File: config.mk
export PLATFORM = sky130hd
export DESIGN_NAME = dma_frontend
export DESIGN_NICKNAME = d
export VERILOG_FILES = /design/src/hw/dma_frontend_pkg.sv /design/src/hw/descriptor_fetch.sv /design/src/hw/descriptor_writeback.sv /design/src/hw/dma_csr.sv /design/src/hw/dma_frontend.sv /design/src/hw/sync_fifo.sv
export SDC_FILE = /design/constraint.sdc
export NUM_CORES = 1
export LEC_CHECK = 0
export BUFFER_PORTS_ARGS = -buffer_cell sky130_fd_sc_hd__buf_2
export CELL_PAD_IN_SITES_DETAIL_PLACEMENT = 0
export CELL_PAD_IN_SITES_GLOBAL_PLACEMENT = 1
export CORE_ASPECT_RATIO = 1.1
export CORE_MARGIN = 2
export CORE_UTILIZATION = 40
export CTS_CLUSTER_DIAMETER = 150
export DETAILED_ROUTE_END_ITERATION = 8
export PLACE_DENSITY_LB_ADDON = 0.1
export SLEW_MARGIN = 20
export SYNTH_ARGS = -nofsm -noshare
export SYNTH_HDL_FRONTEND = slang
export SYNTH_HIERARCHICAL = 1
export SYNTH_SLANG_ARGS = --single-unit
File: constraint.sdc
create_clock -name clk -period 9.7 [get_ports clk]
set_clock_uncertainty 0.1 [all_clocks]
set_input_delay 0.485 -clock clk [delete_from_list [all_inputs] [get_ports clk]]
set_output_delay 0.485 -clock clk [all_outputs]
set_load 0.005 [all_outputs]
File: src/hw/dma_frontend_pkg.sv
// DMA descriptor frontend definitions
`default_nettype none

package dma_frontend_pkg;

  // memory side widths
  localparam int ADDR_W     = 32;
  localparam int DESC_W     = 128;
  localparam int DESC_BYTES = 16;
  localparam int CMD_W      = 96;
  localparam int RESP_W     = 64;

  // a write-back queue entry is the descriptor address with its control word above it
  localparam int ENTRY_W = ADDR_W + 32;

  typedef logic [ADDR_W-1:0]  addr_t;
  typedef logic [DESC_W-1:0]  desc_t;
  typedef logic [CMD_W-1:0]   cmd_t;
  typedef logic [RESP_W-1:0]  resp_t;
  typedef logic [ENTRY_W-1:0] wb_entry_t;
  typedef logic [63:0]        reg_data_t;
  typedef logic [2:0]         reg_addr_t;

  // register slave map, one 64-bit word per index
  localparam reg_addr_t REG_CONTROL   = 3'd0;
  localparam reg_addr_t REG_START     = 3'd1;
  localparam reg_addr_t REG_FETCH_LOC = 3'd2;
  localparam reg_addr_t REG_STORE_LOC = 3'd3;
  localparam reg_addr_t REG_STATUS    = 3'd4;

  // bit positions inside the descriptor control word
  localparam int CTRL_IRQ_BIT   = 96;
  localparam int CTRL_OWNED_BIT = 127;

  // write-back queue holds four descriptors
  localparam int WB_QUEUE_DEPTH_LOG2 = 2;

  typedef enum logic [1:0] {FETCH_IDLE, FETCH_READ, FETCH_WAIT_DATA, FETCH_PRESENT} fetch_state_t;
  typedef enum logic {WB_IDLE, WB_WRITE} wb_state_t;

endpackage

`default_nettype wire

File: src/hw/descriptor_fetch.sv
// Descriptor fetch read master
`timescale 1ns/1ps
`default_nettype none

module descriptor_fetch (
  input  logic                        clk,
  input  logic                        reset,
  input  logic                        enable,
  input  dma_frontend_pkg::addr_t     start_location,
  input  logic                        load_start,
  output dma_frontend_pkg::addr_t     fetch_address,
  output logic                        fetch_read,
  input  dma_frontend_pkg::desc_t     fetch_readdata,
  input  logic                        fetch_readdatavalid,
  input  logic                        fetch_waitrequest,
  output dma_frontend_pkg::cmd_t      cmd_data,
  output logic                        cmd_valid,
  input  logic                        cmd_ready,
  output logic                        queue_push,
  output dma_frontend_pkg::wb_entry_t queue_entry,
  input  logic                        queue_full,
  output dma_frontend_pkg::addr_t     fetch_location,
  output logic                        fetch_idle
);

  dma_frontend_pkg::fetch_state_t state;
  // descriptor held while it waits for both sinks
  dma_frontend_pkg::desc_t        desc_q;

  // one read at a time, always from the current location
  assign fetch_address = fetch_location;
  assign fetch_read    = (state == dma_frontend_pkg::FETCH_READ);
  assign fetch_idle    = (state == dma_frontend_pkg::FETCH_IDLE);

  // the dispatcher and the write-back queue take the descriptor in the same cycle
  assign cmd_valid   = (state == dma_frontend_pkg::FETCH_PRESENT) && cmd_ready && !queue_full;
  assign queue_push  = cmd_valid;
  assign queue_entry = {desc_q[127:96], fetch_location};

  // command order from low to high is length, destination, source
  assign cmd_data = {desc_q[31:0], desc_q[63:32], desc_q[95:64]};

  always_ff @(posedge clk)
  begin
    if ((state == dma_frontend_pkg::FETCH_WAIT_DATA) && fetch_readdatavalid)
    begin
      desc_q <= fetch_readdata;
    end
  end

  // **************************************************
  always_ff @(posedge clk)
  begin
    if (reset)
    begin
      state          <= dma_frontend_pkg::FETCH_IDLE;
      fetch_location <= '0;
    end
    else
    begin
      case (state)
        dma_frontend_pkg::FETCH_IDLE:
        begin
          // a new start location is taken even while disabled
          if (load_start)
          begin
            fetch_location <= start_location;
            if (enable)
            begin
              state <= dma_frontend_pkg::FETCH_READ;
            end
          end
        end
        dma_frontend_pkg::FETCH_READ:
        begin
          if (!fetch_waitrequest)
          begin
            state <= dma_frontend_pkg::FETCH_WAIT_DATA;
          end
        end
        dma_frontend_pkg::FETCH_WAIT_DATA:
        begin
          // a host-owned descriptor stops the chain and the location stays on it
          if (fetch_readdatavalid)
          begin
            if (fetch_readdata[dma_frontend_pkg::CTRL_OWNED_BIT])
            begin
              state <= dma_frontend_pkg::FETCH_PRESENT;
            end
            else
            begin
              state <= dma_frontend_pkg::FETCH_IDLE;
            end
          end
        end
        default:
        begin
          if (cmd_valid)
          begin
            fetch_location <= fetch_location + dma_frontend_pkg::addr_t'(dma_frontend_pkg::DESC_BYTES);
            state <= enable ? dma_frontend_pkg::FETCH_READ : dma_frontend_pkg::FETCH_IDLE;
          end
        end
      endcase
    end
  end

  // a read request is held with its address until memory takes it
  assert property (@(posedge clk) disable iff (reset)
    (fetch_read && fetch_waitrequest) |=> (fetch_read && $stable(fetch_address)));

endmodule

`default_nettype wire

File: src/hw/descriptor_writeback.sv
// Descriptor write-back master
`timescale 1ns/1ps
`default_nettype none

module descriptor_writeback (
  input  logic                        clk,
  input  logic                        reset,
  input  logic                        irq_mask,
  input  logic                        clear_irq,
  input  logic                        queue_push,
  input  dma_frontend_pkg::wb_entry_t queue_entry,
  output logic                        queue_full,
  input  dma_frontend_pkg::resp_t     resp_data,
  input  logic                        resp_valid,
  output logic                        resp_ready,
  output dma_frontend_pkg::addr_t     store_address,
  output logic                        store_write,
  output dma_frontend_pkg::desc_t     store_writedata,
  input  logic                        store_waitrequest,
  output dma_frontend_pkg::addr_t     store_location,
  output logic                        irq
);

  dma_frontend_pkg::wb_state_t state;
  dma_frontend_pkg::wb_entry_t head;
  dma_frontend_pkg::desc_t     wb_word;
  logic                        queue_empty;
  logic                        resp_accept;

  // addresses of presented descriptors, oldest at the head
  sync_fifo #(
    .WIDTH      (dma_frontend_pkg::ENTRY_W),
    .DEPTH_LOG2 (dma_frontend_pkg::WB_QUEUE_DEPTH_LOG2)
  ) wb_queue (
    .clk       (clk),
    .reset     (reset),
    .push      (queue_push),
    .push_data (queue_entry),
    .pop       (resp_accept),
    .pop_data  (head),
    .full      (queue_full),
    .empty     (queue_empty)
  );

  // a response is taken only when it has an address to go to
  assign resp_ready  = (state == dma_frontend_pkg::WB_IDLE) && !queue_empty;
  assign resp_accept = resp_valid && resp_ready;
  assign store_write = (state == dma_frontend_pkg::WB_WRITE);

  // status word with the original control bits and ownership handed back to the host
  always_comb
  begin
    wb_word          = '0;
    wb_word[40:0]    = resp_data[40:0];
    wb_word[127:96]  = head[63:32];
    wb_word[dma_frontend_pkg::CTRL_OWNED_BIT] = 1'b0;
  end

  always_ff @(posedge clk)
  begin
    if (resp_accept)
    begin
      store_address   <= head[31:0];
      store_writedata <= wb_word;
    end
  end

  // **************************************************
  always_ff @(posedge clk)
  begin
    if (reset)
    begin
      state          <= dma_frontend_pkg::WB_IDLE;
      store_location <= '0;
      irq            <= 1'b0;
    end
    else
    begin
      if (clear_irq)
      begin
        irq <= 1'b0;
      end
      if (resp_accept)
      begin
        state <= dma_frontend_pkg::WB_WRITE;
      end
      else if (store_write && !store_waitrequest)
      begin
        state          <= dma_frontend_pkg::WB_IDLE;
        store_location <= store_address;
        // a new completion wins over a clear in the same cycle
        if (store_writedata[dma_frontend_pkg::CTRL_IRQ_BIT] && irq_mask)
        begin
          irq <= 1'b1;
        end
      end
    end
  end

  // every pop must find an entry that the fetch engine pushed earlier
  assert property (@(posedge clk) disable iff (reset) resp_accept |-> !queue_empty);

endmodule

`default_nettype wire

File: src/hw/dma_csr.sv
// Frontend control and status registers
`timescale 1ns/1ps
`default_nettype none

module dma_csr (
  input  logic                        clk,
  input  logic                        reset,
  input  dma_frontend_pkg::reg_addr_t reg_address,
  input  logic                        reg_read,
  output dma_frontend_pkg::reg_data_t reg_readdata,
  input  logic                        reg_write,
  input  dma_frontend_pkg::reg_data_t reg_writedata,
  input  logic [7:0]                  reg_byteenable,
  input  dma_frontend_pkg::addr_t     fetch_location,
  input  dma_frontend_pkg::addr_t     store_location,
  input  logic                        fetch_idle,
  input  logic                        irq,
  output logic                        enable,
  output logic                        irq_mask,
  output dma_frontend_pkg::addr_t     start_location,
  output logic                        load_start,
  output logic                        clear_irq
);

  // **************************************************
  // control word, only byte lane 0 holds live bits
  always_ff @(posedge clk)
  begin
    if (reset)
    begin
      enable   <= 1'b0;
      irq_mask <= 1'b0;
    end
    else if (reg_write && (reg_address == dma_frontend_pkg::REG_CONTROL) && reg_byteenable[0])
    begin
      enable   <= reg_writedata[0];
      irq_mask <= reg_writedata[2];
    end
  end

  // start location is written per byte lane, lanes above 3 hold nothing
  always_ff @(posedge clk)
  begin
    if (reg_write && (reg_address == dma_frontend_pkg::REG_START))
    begin
      for (int i = 0; i < 4; i++)
      begin
        if (reg_byteenable[i])
        begin
          start_location[8*i +: 8] <= reg_writedata[8*i +: 8];
        end
      end
    end
  end

  // **************************************************
  // the most significant lane of the start word commits the new location
  always_ff @(posedge clk)
  begin
    if (reset)
    begin
      load_start <= 1'b0;
      clear_irq  <= 1'b0;
    end
    else
    begin
      load_start <= reg_write && (reg_address == dma_frontend_pkg::REG_START) &&
                    reg_byteenable[7];
      clear_irq  <= reg_write && (reg_address == dma_frontend_pkg::REG_STATUS) &&
                    reg_byteenable[0] && reg_writedata[0];
    end
  end

  // readback is registered, data is valid the cycle after reg_read
  always_ff @(posedge clk)
  begin
    if (reg_read)
    begin
      case (reg_address)
        dma_frontend_pkg::REG_CONTROL:   reg_readdata <= {61'd0, irq_mask, 1'b0, enable};
        dma_frontend_pkg::REG_START:     reg_readdata <= {32'd0, start_location};
        dma_frontend_pkg::REG_FETCH_LOC: reg_readdata <= {32'd0, fetch_location};
        dma_frontend_pkg::REG_STORE_LOC: reg_readdata <= {32'd0, store_location};
        dma_frontend_pkg::REG_STATUS:    reg_readdata <= {62'd0, fetch_idle, irq};
        default:                         reg_readdata <= '0;
      endcase
    end
  end

  // both strobes decode distinct indices of a single write
  assert property (@(posedge clk) disable iff (reset) !(load_start && clear_irq));

endmodule

`default_nettype wire

File: src/hw/dma_frontend.sv
// DMA descriptor frontend top level
`timescale 1ns/1ps
`default_nettype none

module dma_frontend (
  input  logic                        clk,
  input  logic                        reset,
  input  dma_frontend_pkg::reg_addr_t reg_address,
  input  logic                        reg_read,
  output dma_frontend_pkg::reg_data_t reg_readdata,
  input  logic                        reg_write,
  input  dma_frontend_pkg::reg_data_t reg_writedata,
  input  logic [7:0]                  reg_byteenable,
  output logic                        irq,
  output dma_frontend_pkg::addr_t     fetch_address,
  output logic                        fetch_read,
  input  dma_frontend_pkg::desc_t     fetch_readdata,
  input  logic                        fetch_readdatavalid,
  input  logic                        fetch_waitrequest,
  output dma_frontend_pkg::cmd_t      cmd_data,
  output logic                        cmd_valid,
  input  logic                        cmd_ready,
  input  dma_frontend_pkg::resp_t     resp_data,
  input  logic                        resp_valid,
  output logic                        resp_ready,
  output dma_frontend_pkg::addr_t     store_address,
  output logic                        store_write,
  output dma_frontend_pkg::desc_t     store_writedata,
  input  logic                        store_waitrequest
);

  logic                        enable;
  logic                        irq_mask;
  logic                        load_start;
  logic                        clear_irq;
  logic                        fetch_idle;
  dma_frontend_pkg::addr_t     start_location;
  dma_frontend_pkg::addr_t     fetch_location;
  dma_frontend_pkg::addr_t     store_location;
  // write-back queue handoff between the engines
  logic                        queue_push;
  logic                        queue_full;
  dma_frontend_pkg::wb_entry_t queue_entry;

  dma_csr csr (
    .clk            (clk),
    .reset          (reset),
    .reg_address    (reg_address),
    .reg_read       (reg_read),
    .reg_readdata   (reg_readdata),
    .reg_write      (reg_write),
    .reg_writedata  (reg_writedata),
    .reg_byteenable (reg_byteenable),
    .fetch_location (fetch_location),
    .store_location (store_location),
    .fetch_idle     (fetch_idle),
    .irq            (irq),
    .enable         (enable),
    .irq_mask       (irq_mask),
    .start_location (start_location),
    .load_start     (load_start),
    .clear_irq      (clear_irq)
  );

  descriptor_fetch fetch (
    .clk                 (clk),
    .reset               (reset),
    .enable              (enable),
    .start_location      (start_location),
    .load_start          (load_start),
    .fetch_address       (fetch_address),
    .fetch_read          (fetch_read),
    .fetch_readdata      (fetch_readdata),
    .fetch_readdatavalid (fetch_readdatavalid),
    .fetch_waitrequest   (fetch_waitrequest),
    .cmd_data            (cmd_data),
    .cmd_valid           (cmd_valid),
    .cmd_ready           (cmd_ready),
    .queue_push          (queue_push),
    .queue_entry         (queue_entry),
    .queue_full          (queue_full),
    .fetch_location      (fetch_location),
    .fetch_idle          (fetch_idle)
  );

  descriptor_writeback writeback (
    .clk               (clk),
    .reset             (reset),
    .irq_mask          (irq_mask),
    .clear_irq         (clear_irq),
    .queue_push        (queue_push),
    .queue_entry       (queue_entry),
    .queue_full        (queue_full),
    .resp_data         (resp_data),
    .resp_valid        (resp_valid),
    .resp_ready        (resp_ready),
    .store_address     (store_address),
    .store_write       (store_write),
    .store_writedata   (store_writedata),
    .store_waitrequest (store_waitrequest),
    .store_location    (store_location),
    .irq               (irq)
  );

endmodule

`default_nettype wire

File: src/hw/sync_fifo.sv
// Synchronous FIFO
`timescale 1ns/1ps
`default_nettype none

module sync_fifo #(
  parameter int WIDTH      = 8,
  parameter int DEPTH_LOG2 = 2
) (
  input  logic             clk,
  input  logic             reset,
  input  logic             push,
  input  logic [WIDTH-1:0] push_data,
  input  logic             pop,
  output logic [WIDTH-1:0] pop_data,
  output logic             full,
  output logic             empty
);

  logic [WIDTH-1:0]      mem [2**DEPTH_LOG2];
  logic [DEPTH_LOG2-1:0] wr_ptr;
  logic [DEPTH_LOG2-1:0] rd_ptr;
  // one extra bit so a full array can be told apart from an empty one
  logic [DEPTH_LOG2:0]   count;

  // the head entry is visible before it is popped
  assign pop_data = mem[rd_ptr];
  assign full     = (count == (DEPTH_LOG2+1)'(2**DEPTH_LOG2));
  assign empty    = (count == '0);

  always_ff @(posedge clk)
  begin
    if (push && !full)
    begin
      mem[wr_ptr] <= push_data;
    end
  end

  always_ff @(posedge clk)
  begin
    if (reset)
    begin
      wr_ptr <= '0;
      rd_ptr <= '0;
      count  <= '0;
    end
    else
    begin
      // pointers wrap naturally at the array size
      if (push && !full)
      begin
        wr_ptr <= wr_ptr + 1'b1;
      end
      if (pop && !empty)
      begin
        rd_ptr <= rd_ptr + 1'b1;
      end
      count <= count + (DEPTH_LOG2+1)'(push && !full) - (DEPTH_LOG2+1)'(pop && !empty);
    end
  end

endmodule

`default_nettype wire

==> results of run 1 <==
flip-flops by register name (all words and copies together) (netlist names), named ones only:
| signal | cells |
|---|---|
| writeback/wb_queue/mem | 252 |
| writeback/store_writedata | 72 |
| writeback/irq | 1 |
| writeback/wb_queue/wr_ptr | 2 |
| csr/clear_irq | 1 |
| csr/start_location | 32 |
| csr/enable | 1 |
| fetch/fetch_address | 32 |
| writeback/wb_queue/rd_ptr | 2 |
| writeback/store_write | 1 |
| fetch/state | 2 |
| writeback/wb_queue/count | 3 |
| writeback/store_location | 32 |
| fetch/desc_q | 127 |
| csr/irq_mask | 1 |
| csr/load_start | 1 |
| writeback/store_address | 32 |
| csr/reg_readdata | 32 |
worst min-delay path: stages:
cell and delay, ps:
buf_2 100, a21oi_1 60, nor2_1 80
metrics by stage:
step           power, W  utilization, %  instance area, µm²  hold WS, ps
2_1_floorplan   0.00306               -               24800          333
3_3_place_gp    0.00310            44.1               26800          340
3_5_place_dp    0.00311            44.1               26800          343
4_1_cts         0.00570            50.9               31000         16.7
5_1_grt         0.00582            50.9               31000         64.3
6_report        0.00563            50.9               31000         65.3
layer usage:
layer | up-vias | global-route usage [%] | part of all wire, %
li1 | 6558 | - | -
met1 | 7147 | 24.1 | 40
met2 | 441 | 33.9 | 51
met3 | 106 | 5.84 | 7.4
met4 | 8 | 6.26 | 2.3
met5 | - | 0 | 0.070
what timing repair did:
action | 4_1_cts | 5_1_grt
hold endpoints to repair | 200 | 0
setup endpoints to repair | 0 | 0
hold buffers | 200 | 0
area by class of cell:
| type | instances | area share (%) |
|---|---|---|
| Inverter | 17 | 0.206 |
| Clock inverter | 37 | 1.02 |
| Timing Repair Buffer | 702 | 14.7 |
| Antenna cell | 2 | 0.0162 |
| Clock buffer | 85 | 5.94 |
| Multi-Input combinational cell | 649 | 16.5 |
| Tap cell | 824 | 3.33 |
| Sequential cell | 628 | 58.3 |
path summary, 6_finish.rpt:
kind | start | endpoint | slack [ps] | cells after the start
worst max-delay path | fetch/state[0] | writeback/wb_queue/mem[0][44] | 6540 | 6
worst min-delay path | store_waitrequest | writeback/store_write | 70 | 3
worst max register to register | fetch/state[0] | writeback/wb_queue/mem[0][44] | 6540 | 6
worst min register to register | writeback/store_location[10] | writeback/store_location[10] | 350 | 2
report_power, final:
| group | internal, W | total (W) | switching, W | leakage, nW |
|---|---|---|---|---|
| combinational | 0.000105 | 0.000183 | 0.0000779 | 4.54 |
| sequential | 0.00292 | 0.00293 | 0.00000827 | 5.59 |
| clock | 0.00146 | 0.00252 | 0.00106 | 1.05 |
==> results.cfg, run 1 <==
[outcome]
outcome = completed

[worst_setup_path]
slowest_delay_ps = 630
cp_num_buf_inv = 2
required_ps = 9820
end_kind = register
critPathSlowestCell = buf_4
critical_path_class = reg2reg
startpoint_type = register
critPathMaxFanout = 34
arrival_ps = 3280
path_cells = ha_1 -> and3b_1 -> inv_1 -> nor2_1 -> and2_4 -> buf_4
critPathTopFamily = simple AND/OR/NAND/NOR gates

[layout]
seqCellArea_um2 = 18100
fillers = 5217
final_cell_mix = edfxtp_1 (547), buf_2 (486), dlygate4sd3_1 (200)
final_cells = 2944
syn_to_final_growth_pct = 26.4
layout_commonest_cell = edfxtp_1
multi_input_area_um2 = 5120
layout.nets = 2356
drive_gt1_share_pct = 34.7

[floorplan]
die_area_um2 = 63300
row_count = 95
die_width_um = 240
die_h_um = 264
start_util_pct = 40.3
fp.coreArea_um2 = 60900
design.portCount = 633

[cts]
numCtsBuffers = 69
cts.sinks = 628
cts_root_buf = clkbuf_16
clk_path_buf_depth = 3
cts-htree-levels = 3
clk_latency_ps = 600
path_clk_slew_ps = 60
postCtsSetupBuffers = 0
post_cts_resized = 0
cts_tree = built

[synthesis]
avgSynthCellArea_um2 = 17.2
synth_area_um2 = 24500
yosys_warnings = 6
syn_inst = 1427

[grt]
grt_first_pass_wirelength_um = 93200
antenna_found_initial = 6
gr-total-overflow = 0
grt_usage_pct = 19.8
grt_pass1_vias = 15000
grt_max_degree = 80

[timing]
relSlewSlack_pct = 29.8
setup_viol = 0
fmax_mhz = 316
worst_pin_slew_ps = 1050
tns_ps = 0
maxSlewViolCount = 0
fin_crit_sh_pct = 32.6
setup_ws_ps = 6540
finalHoldViolations = 0
period_needed_ps = 3160
rsz0062_at_grt = no

[pwr]
p_leak_nw = 11.2
irDropWorstVdd_uv = 154
power.density_nw_per_um2 = 182

[flow_run]
cap_viol_max_count = 0

[routing]
drtPass1Iterations = 4
drt_iter0_drc = 790
drtAntennaViolNets = 0
num_vias = 14300
avgViaCountPerCell = 4.84
drc = 0
wirelength_um = 62900
wl_per_cell_um = 21.4

[placed_design]
place_ws_ps = 6500
place_congestion = 0.796
dp_hpwl_um = 39500
io_buffers = 486
place_inst = 2620

[hold_path]
min_path_type = in2reg
(Power assumes the default switching activity.)
==> inputs of run 2 (changes only) <==
clock period = 2.7 ns   (was 9.7 ns; I/O delays follow)
==> results.cfg, run 2 (synthesis gave the netlist of run 1 again) <==
[layout]
layout_commonest_cell = edfxtp_1
largest_reg_flops = 252
drive_gt1_share_pct = 36.4
layout.nets = 2416
syn_to_final_growth_pct = 29.6
final_cells = 3007
top_register = writeback/wb_queue/mem
reg_top3 = writeback/wb_queue/mem (252), fetch/desc_q (127), writeback/store_writedata (72)
final_cell_mix = edfxtp_1 (547), buf_2 (486), dlygate4sd3_1 (216)

[placed_design]
place_congestion = 0.789
dp_hpwl_um = 41100
place_inst = 2664
io_buffers = 486

[grt]
antenna_found_initial = 8
gr-total-overflow = 0
grt_pass1_vias = 15000
grt_first_pass_wirelength_um = 93300
grt_max_degree = 107
grt_usage_pct = 19.9

[worst_setup_path]
end_kind = register
startpoint_type = register
critPathSlowestCell = dlygate4sd3_1
cp_num_buf_inv = 3
slowest_delay_ps = 580
path_cells = inv_1 -> ha_2 -> buf_4 -> a221oi_2 -> nand4_1 -> dlygate4sd3_1 -> a31oi_1
critPathTopFamily = buffers and inverters
arrival_ps = 2880
critical_path_class = reg2reg
critPathMaxFanout = 43
required_ps = 3130

[pwr]
p_leak_nw = 11.6
irDropWorstVdd_uv = 642
power_w = 0.0204
power.density_nw_per_um2 = 643

[routing]
drt_iter0_drc = 850
wirelength_um = 63900
wl_per_cell_um = 21.2
drtPass1Iterations = 5
num_vias = 14500
drc = 0
drtAntennaViolNets = 0
avgViaCountPerCell = 4.83

[timing]
fin_crit_sh_pct = 91.0
worst_pin_slew_ps = 938
period_needed_ps = 2460
finalHoldViolations = 0
fmax_mhz = 407
setup_viol = 0
relSlewSlack_pct = 37.5
hold_ws_ps = 60.8
maxSlewViolCount = 0
rsz0062_at_grt = no

[cts]
cts-htree-levels = 3
numCtsBuffers = 69
cts_tree = built
clk_latency_ps = 600
cts_root_buf = clkbuf_16
cts.sinks = 628
clk_path_buf_depth = 3
path_clk_slew_ps = 60
postCtsSetupBuffers = 0

[floorplan]
design.portCount = 633
die_h_um = 264
die_area_um2 = 63300
fp.coreArea_um2 = 60900
start_util_pct = 40.3
row_count = 95
die_width_um = 240

[flow_run]
cap_viol_max_count = 0

[outcome]
outcome = completed

[hold_path]
min_path_type = in2reg
-- run 2: changes by cell type in the layout (fill, tap and decap cells not counted), moves of 2 or more --
cell           before  now
buf_12              0   15
buf_4              16   45
clkbuf_8            1    7
clkinv_1           13   10
clkinv_2           13   16
clkinvlp_4          4    1
dfxtp_1            79   76
dfxtp_4             2    5
dlygate4sd3_1     200  216
inv_6               2    4
-- run 2: power breakdown --
group | switching [W] | internal, W
clock | 0.00378 | 0.00545
combinational | 0.000300 | 0.000400
sequential | 0.0000252 | 0.0105
total | 0.00410 | 0.0163
-- run 2: layer usage --
metal	track usage, %	share of wire, %	up-vias
li1	-	-	6670
met1	24.5	40	7300
met2	34.5	51	462
met3	5.50	6.8	86
met4	5.42	1.7	10
met5	0	0.10	-
-- run 2: path summary, 6_finish.rpt --
kind | from | to | slack, ps | depth (start not counted)
setup / recovery | fetch/state[0] | fetch/state[1] | 240 | 7
hold / removal | fetch_readdatavalid | fetch/state[0] | 60 | 5
setup reg to reg | fetch/state[0] | fetch/state[1] | 240 | 7
hold reg to reg | writeback/store_location[15] | writeback/store_location[15] | 350 | 2
-- run 2: worst register-to-register path: stages (launching register included) --
cell and delay (ps):
dfxtp_1 400, inv_1 120, ha_2 260, buf_4 280, a221oi_2 370, nand4_1 130, dlygate4sd3_1 580, a31oi_1 150
-- run 2: area by class of cell --
type	instances	area (µm²)
fill	5144	29100
sequential	628	18100
timing repair buffer	762	5230
multi-input combinational	649	5160
clock buffer	90	1900
tap	824	1030
clock inverter	35	319
inverter	17	63.8
antenna	2	5.00
-- run 2: stage by stage --
step | worst slack, ps | cell area (µm²) | setup TNS [ps] | utilization (%)
floorplan | -2160 | 24900 | -113400 | -
global placement | 360 | 27400 | 0 | 45.0
detailed placement | 316 | 27400 | 0 | 45.0
CTS | 143 | 31800 | 0 | 52.2
global route | 78.7 | 31800 | 0 | 52.2
finish | 244 | 31800 | 0 | 52.2
-- run 2: what timing repair did --
action                     CTS  global route
gates resized for setup      0             1
hold endpoints to repair   255             0
setup endpoints to repair    0             1
hold buffers               216             0
